## config.mk

```make
export PLATFORM = sky130hd
export DESIGN_NAME = cdb_top
export DESIGN_NICKNAME = d
export VERILOG_FILES = /design/src/common/core_types_pkg.sv /design/src/common/cdb_pkg.sv /design/src/cdb/completion_queue.sv /design/src/cdb/cdb_arbiter.sv /design/src/cdb/cdb_broadcast.sv /design/src/cdb/cdb_top.sv
export SDC_FILE = /design/constraint.sdc
export NUM_CORES = 1
export LEC_CHECK = 0
export BUFFER_PORTS_ARGS = -buffer_cell sky130_fd_sc_hd__buf_4
export CAP_MARGIN = 10
export CORE_MARGIN = 1.5
export CORE_UTILIZATION = 35
export DETAILED_ROUTE_END_ITERATION = 10
export GPL_TIMING_DRIVEN = 0
export MAX_ROUTING_LAYER = met4
export SKIP_CTS_REPAIR_TIMING = 1
export SLEW_MARGIN = 25
export SYNTH_ARGS = -nofsm -noshare
export SYNTH_HDL_FRONTEND = slang
export SYNTH_SLANG_ARGS = --single-unit
```

## constraint.sdc

```tcl
create_clock -name clock -period 6.5 [get_ports clock]
set_clock_uncertainty 0.2 [all_clocks]
set_input_delay 0 -clock clock [delete_from_list [all_inputs] [get_ports clock]]
set_output_delay 0 -clock clock [all_outputs]
set_load 0.03 [all_outputs]
```

## src/common/core_types_pkg.sv

```systemverilog
`default_nettype none

package core_types_pkg;

    // datapath width, also used for PCs
    localparam int xlen = 32;

    // physical register tag width
    localparam int preg_idx_len = 6;

    // reorder buffer index width
    localparam int rob_idx_len = 5;

    typedef logic [xlen-1:0]         word_t;
    typedef logic [preg_idx_len-1:0] preg_idx_t;
    typedef logic [rob_idx_len-1:0]  rob_idx_t;

endpackage

`default_nettype wire

```

## src/common/cdb_pkg.sv

```systemverilog
`default_nettype none

package cdb_pkg;

    // entries per completion queue and matching pointer width
    localparam int cdb_queue_depth   = 4;
    localparam int cdb_queue_idx_len = 2;

    // bit positions in the grant vector, highest priority first
    localparam int unit_count = 3;
    localparam int alu_unit   = 2;
    localparam int mul_unit   = 1;
    localparam int br_unit    = 0;

    // common result fields, 75 bits
    typedef struct packed {
        core_types_pkg::word_t     value;
        core_types_pkg::preg_idx_t dest_preg;
        core_types_pkg::rob_idx_t  rob_idx;
        core_types_pkg::word_t     pc;
    } fu_result_t;

    // branch resolution fields, 38 bits
    typedef struct packed {
        logic                  taken;
        core_types_pkg::word_t target_pc;
        logic                  mis_pred;
        logic                  cond_branch;
        logic                  uncond_branch;
        logic                  local_pred;
        logic                  global_pred;
    } br_info_t;

    typedef struct packed {
        fu_result_t result;
        br_info_t   br_info;
        logic       is_branch;
    } cdb_packet_t;

    // one-hot, alu in bit 2, mul in bit 1, branch in bit 0
    typedef logic [unit_count-1:0] unit_grant_t;

endpackage

`default_nettype wire

```

## src/cdb/completion_queue.sv

```systemverilog
`timescale 1ns/1ps
`default_nettype none

module completion_queue (
    input  logic                 clock,
    input  logic                 reset,
    input  logic                 flush,
    input  logic                 push_valid,
    input  cdb_pkg::cdb_packet_t push_packet,
    input  logic                 pop,
    output logic                 ready,
    output logic                 head_valid,
    output cdb_pkg::cdb_packet_t head_packet
);

    import cdb_pkg::*;

    typedef logic [cdb_queue_idx_len-1:0] queue_ptr_t;
    typedef logic [cdb_queue_idx_len:0]   queue_count_t;

    cdb_packet_t  entries [cdb_queue_depth];
    queue_ptr_t   head_ptr;
    queue_ptr_t   tail_ptr;
    queue_count_t count;

    logic empty;
    logic push;
    logic store;
    logic release_head;

    assign empty = (count == '0);
    assign ready = (count < queue_count_t'(cdb_queue_depth));

    // accepted input is dropped while flushing
    assign push = push_valid && ready && !flush;

    // empty queue lets the incoming result through to the arbiter
    assign head_valid  = empty ? push_valid : 1'b1;
    assign head_packet = empty ? push_packet : entries[head_ptr];

    // a bypassed result that wins the bus is never written
    assign store        = push && !(empty && pop);
    assign release_head = pop && !empty;

    always_ff @(posedge clock) begin
        if (store) begin
            entries[tail_ptr] <= push_packet;
        end
    end

    always_ff @(posedge clock) begin
        if (reset || flush) begin
            head_ptr <= '0;
            tail_ptr <= '0;
            count    <= '0;
        end else begin
            if (store) begin
                tail_ptr <= tail_ptr + queue_ptr_t'(1);
            end
            if (release_head) begin
                head_ptr <= head_ptr + queue_ptr_t'(1);
            end
            case ({store, release_head})
                2'b10:   count <= count + queue_count_t'(1);
                2'b01:   count <= count - queue_count_t'(1);
                default: count <= count;
            endcase
        end
    end

endmodule

`default_nettype wire

```

## src/cdb/cdb_arbiter.sv

```systemverilog
`timescale 1ns/1ps
`default_nettype none

module cdb_arbiter (
    input  logic [cdb_pkg::unit_count-1:0] head_valid,
    input  cdb_pkg::cdb_packet_t           alu_head,
    input  cdb_pkg::cdb_packet_t           mul_head,
    input  cdb_pkg::cdb_packet_t           br_head,
    output cdb_pkg::unit_grant_t           grant,
    output logic                           grant_valid,
    output cdb_pkg::cdb_packet_t           grant_packet
);

    import cdb_pkg::*;

    assign grant_valid = |head_valid;

    // fixed order alu, mul, branch
    always_comb begin
        grant        = '0;
        // branch head unless a higher unit wins
        grant_packet = br_head;
        if (head_valid[alu_unit]) begin
            grant[alu_unit] = 1'b1;
            grant_packet    = alu_head;
        end else if (head_valid[mul_unit]) begin
            grant[mul_unit] = 1'b1;
            grant_packet    = mul_head;
        end else if (head_valid[br_unit]) begin
            grant[br_unit] = 1'b1;
        end
    end

endmodule

`default_nettype wire

```

## src/cdb/cdb_broadcast.sv

```systemverilog
`timescale 1ns/1ps
`default_nettype none

module cdb_broadcast (
    input  logic                 clock,
    input  logic                 reset,
    input  logic                 flush,
    input  cdb_pkg::unit_grant_t grant,
    input  logic                 grant_valid,
    input  cdb_pkg::cdb_packet_t grant_packet,
    output cdb_pkg::unit_grant_t pop,
    output logic                 cdb_valid,
    output cdb_pkg::cdb_packet_t cdb_packet
);

    import cdb_pkg::*;

    // winner leaves its queue in the grant cycle
    assign pop = flush ? unit_grant_t'('0) : grant;

    always_ff @(posedge clock) begin
        if (reset || flush) begin
            cdb_valid <= 1'b0;
        end else begin
            cdb_valid <= grant_valid;
        end
    end

    // bus contents only change when something wins
    always_ff @(posedge clock) begin
        if (grant_valid) begin
            cdb_packet <= grant_packet;
        end
    end

endmodule

`default_nettype wire

```

## src/cdb/cdb_top.sv

```systemverilog
`timescale 1ns/1ps
`default_nettype none

module cdb_top (
    input  logic                 clock,
    input  logic                 reset,
    input  logic                 commit_mis_pred,
    input  logic                 alu_valid,
    input  logic                 mul_valid,
    input  logic                 br_valid,
    input  cdb_pkg::fu_result_t  alu_result,
    input  cdb_pkg::fu_result_t  mul_result,
    input  cdb_pkg::cdb_packet_t br_packet,
    output logic                 alu_ready,
    output logic                 mul_ready,
    output logic                 br_ready,
    output logic                 cdb_valid,
    output cdb_pkg::cdb_packet_t cdb_packet
);

    import cdb_pkg::*;

    cdb_packet_t           alu_packet;
    cdb_packet_t           mul_packet;
    cdb_packet_t           alu_head;
    cdb_packet_t           mul_head;
    cdb_packet_t           br_head;
    cdb_packet_t           grant_packet;
    logic [unit_count-1:0] head_valid;
    unit_grant_t           grant;
    unit_grant_t           pop;
    logic                  grant_valid;

    // non-branch units carry no resolution info
    assign alu_packet = '{result: alu_result, br_info: '0, is_branch: 1'b0};
    assign mul_packet = '{result: mul_result, br_info: '0, is_branch: 1'b0};

    completion_queue u_alu_queue (
        .clock       (clock),
        .reset       (reset),
        .flush       (commit_mis_pred),
        .push_valid  (alu_valid),
        .push_packet (alu_packet),
        .pop         (pop[alu_unit]),
        .ready       (alu_ready),
        .head_valid  (head_valid[alu_unit]),
        .head_packet (alu_head)
    );

    completion_queue u_mul_queue (
        .clock       (clock),
        .reset       (reset),
        .flush       (commit_mis_pred),
        .push_valid  (mul_valid),
        .push_packet (mul_packet),
        .pop         (pop[mul_unit]),
        .ready       (mul_ready),
        .head_valid  (head_valid[mul_unit]),
        .head_packet (mul_head)
    );

    completion_queue u_br_queue (
        .clock       (clock),
        .reset       (reset),
        .flush       (commit_mis_pred),
        .push_valid  (br_valid),
        .push_packet (br_packet),
        .pop         (pop[br_unit]),
        .ready       (br_ready),
        .head_valid  (head_valid[br_unit]),
        .head_packet (br_head)
    );

    cdb_arbiter u_arbiter (
        .head_valid   (head_valid),
        .alu_head     (alu_head),
        .mul_head     (mul_head),
        .br_head      (br_head),
        .grant        (grant),
        .grant_valid  (grant_valid),
        .grant_packet (grant_packet)
    );

    cdb_broadcast u_broadcast (
        .clock        (clock),
        .reset        (reset),
        .flush        (commit_mis_pred),
        .grant        (grant),
        .grant_valid  (grant_valid),
        .grant_packet (grant_packet),
        .pop          (pop),
        .cdb_valid    (cdb_valid),
        .cdb_packet   (cdb_packet)
    );

endmodule

`default_nettype wire

```

==> results.cfg <==
[drt]
via_per_inst = 5.12
post_drt_wl_per_cell_um = 25.9
drtPass1Iterations = 5
final_antenna_net_count = 0
drtIter0Drc = 2631
wl_um = 139000
drc = 0
dr_total_vias = 27400

[power_and_ir_drop]
pwr-share-clk_pct = 42.2
p_sw_mw = 3.87
ir_drop_v = 0.000204
comb_power_share_pct = 7.1
pwr-share-seq_pct = 50.7
power-per-cell-area_nw_per_um2 = 275
p_int_mw = 13.3
swShare_pct = 22.6
leakagePower_nw = 20.8

[clock_tree]
htree_levels = 4
numCtsBuffers = 133
cts.reportedPaths.clkPinSlew_ns = 0.06
cts_tree = built
clock-sinks = 1198
clock_latency_ns = 0.79
clockBufferDepth = 3
cts-root-buf = clkbuf_16

[layout]
multi_input_area_um2 = 10100
seqCellArea_um2 = 35700
finalInstanceArea_um2 = 62300
layout-drive-gt1-share_pct = 25.9
syn_to_final_growth_pct = 33.6
fill_cells = 11200
nNetsFinal = 3757

[min_path]
hold_start = br_packet[101]
hold_end = u_broadcast.cdb_packet[101]
whs_path_depth = 4
hp-class = input port to flop

[logic_synthesis]
synth_edf_count = 1170
ys_seq_area_share_pct = 76.6
synthFlopType = edfxtp_1
syn-num-nets = 2657
avgSynthCellArea_um2 = 19.7
async_reset_ff_share_pct = 0
ys_warn_count = 0
ys_ff_latch = 1198
synth.distinct_cells = 40
syn_inst = 2369
syn_area_um2 = 46600

[placed_design]
gp_congestion = 0.753
dpl_worst_slack_ns = 1.99
postPlaceCellArea_um2 = 52500
port_buffers = 385
hpwlAfterDp_um = 90200

[sta]
whs_ns = -0.00954
rsz0062_at_grt = no
maxSlewHeadroom_pct = 29.8
setup_viol = 0
maxSlewViolCount = 0
timing.final.ws_setup_ns = 2.03
finalSetupTns_ns = 0
fin_crit_sh_pct = 68.7
max_clock_freq_mhz = 224
tightestPinTransition_ns = 1.05
timing.final.crit_period_ns = 4.47
hold_viol = 1

[worst_setup_path]
endpoint_kind = flop
crit_path_max_fanout = 10
reg2reg_slack_ns = 2.03
start_kind = flop
worstReg2RegStart = u_mul_queue.count[0]
reg2reg_depth = 11
crit_arrival_ns = 4.97
worstSetupPathType = flop to flop
cp.required_ns = 7.01
timing.rr.end = u_br_queue.count[2]

[run_status]
status = finished with violations
violations = negative hold slack

[grt]
grt_pass1_vias = 25700
grt_max_degree = 44
antenna_found_initial = 30
met2_usage_pct = 31.2
grtUsageMet1_pct = 25.8
grt_pass1_wl_um = 188000
gr-usage-met3_pct = 5.55
top_usage_layer = met2
grt_usage_pct = 20.3
grt_overflow = 0

[run]
max_cap_violations = 0

[floorplanning]
start_util_pct = 35.4
chipWidth_um = 368
row_count = 133
design.core.area_um2 = 132000
pin_count = 388
die_y_um = 368
die_area_um2 = 135000
power groups by stage:
stage	combinational (mW)	sequential (mW)	clock (mW)
final	1.22	8.69	7.22
after global routing	1.30	8.69	7.67
after CTS	0.942	8.69	7.38
after detailed placement	0.939	8.85	0
after global placement	0.907	8.87	0
after floorplan	0.264	8.99	0
layout by cell type, fill, tap and decap left out, types with 5 or more instances in the layout:
cell,instances
a21oi_1,70
a221o_1,54
a221oi_1,21
a22oi_1,54
a31oi_1,54
and2_4,8
and3_1,42
buf_1,7
buf_12,20
buf_16,12
buf_2,26
buf_4,393
bufinv_16,5
clkbuf_1,128
clkbuf_16,133
clkbuf_2,13
clkinv_1,32
clkinv_16,7
clkinv_2,14
clkinv_8,5
dfxtp_1,28
diode_2,32
dlygate4sd3_1,544
edfxtp_1,1170
ha_1,15
inv_1,76
mux4_2,264
nand2_1,210
nand3_1,58
nor2_1,23
o211ai_1,21
or3_1,5
xnor2_1,7
xor2_1,6
flip-flops by register name, summed over array words and instances (netlist names), named ones only:
register,cells
u_br_queue.entries,456
u_alu_queue.entries,300
u_mul_queue.entries,300
u_broadcast.cdb_packet,114
u_alu_queue.count,3
u_br_queue.count,3
u_mul_queue.count,3
u_alu_queue.head_ptr,2
u_alu_queue.tail_ptr,2
u_br_queue.head_ptr,2
u_br_queue.tail_ptr,2
u_mul_queue.head_ptr,2
u_mul_queue.tail_ptr,2
u_broadcast.cdb_valid,1
worst max-delay path, stage by stage (launching register included):
cell and delay (ns):
dfxtp_1 0.34, nor3_2 0.42, clkbuf_1 0.83, nand3_1 0.51, clkbuf_1 0.41, nor3_1 0.39, ha_1 0.26, inv_1 0.06
fa_1 0.38, xor2_1 0.16, or3_1 0.30, a21oi_1 0.13
area by class of cell:
cell class,instances,area share [%]
diodes,32,0.129
plain buffers,150,1.01
clock buffers,164,5.58
clock inverters,73,1.16
inverters,76,0.458
multi-input cells,945,16.2
flip-flops and latches,1198,57.3
well taps,1755,3.53
repair buffers,965,14.6
worst max path at each step:
| stage | start | endpoint | slack [ns] | cells after the start |
|---|---|---|---|---|
| 3_5_place_dp | u_mul_queue.count[0] | u_br_queue.count[2] | 1.99 | 11 |
| 6_report | u_mul_queue.count[0] | u_br_queue.count[2] | 2.03 | 11 |
| 2_1_floorplan | u_alu_queue.count[2] | u_broadcast.cdb_packet[0] | 1.97 | 4 |
| 5_1_grt | u_mul_queue.count[0] | u_br_queue.count[2] | 1.80 | 11 |
| 4_1_cts | u_mul_queue.count[0] | u_br_queue.count[2] | 1.99 | 11 |
| 3_3_place_gp | u_alu_queue.count[2] | u_broadcast.cdb_packet[97] | -1.96 | 4 |
cell usage after synthesis, types with 4 or more instances:
master / instances / area, µm²
edfxtp_1: 1170 / 35100
mux4_2: 264 / 5950
nand2_1: 210 / 788
clkbuf_1: 109 / 409
inv_1: 76 / 285
a21oi_1: 70 / 350
nand3_1: 58 / 290
a221o_1: 54 / 541
a22oi_1: 54 / 405
a31oi_1: 54 / 338
and3_1: 46 / 288
dfxtp_1: 28 / 561
nor2_1: 23 / 86.3
a221oi_1: 21 / 184
o211ai_1: 21 / 158
buf_2: 19 / 95.1
buf_1: 18 / 67.6
ha_1: 15 / 188
and2_1: 9 / 56.3
xnor2_1: 7 / 61.3
xor2_1: 6 / 52.6
nor3_1: 5 / 25.0
or3_1: 5 / 31.3
buf_4: 4 / 30.0
metrics by stage:
step / instances / total power [mW] / util, %
floorplan: 2369 / 9.26 / -
global placement: 4509 / 9.78 / 39.2
detailed placement: 4545 / 9.79 / 39.9
CTS: 4782 / 17.0 / 43.0
global route: 5355 / 17.7 / 47.2
finish: 5358 / 17.1 / 47.2
cells by family after synthesis:
kind of cell,share of synthesized area (%)
AOI/OAI and AO/OA,4.35
and+or+nand+nor,3.60
DFF,76.6
xor gates and xnor gates,0.244
muxes,12.8
adders and majority gates,0.532
buffers and inverters,1.90
layer usage:
layer  up-vias  wire, µm
li1      12000         -
met1     14200     57700
met2       973     67500
met3       220      9790
met4         0      3650
met5         -         0
Note: power is estimated with default switching activity, not from simulation.
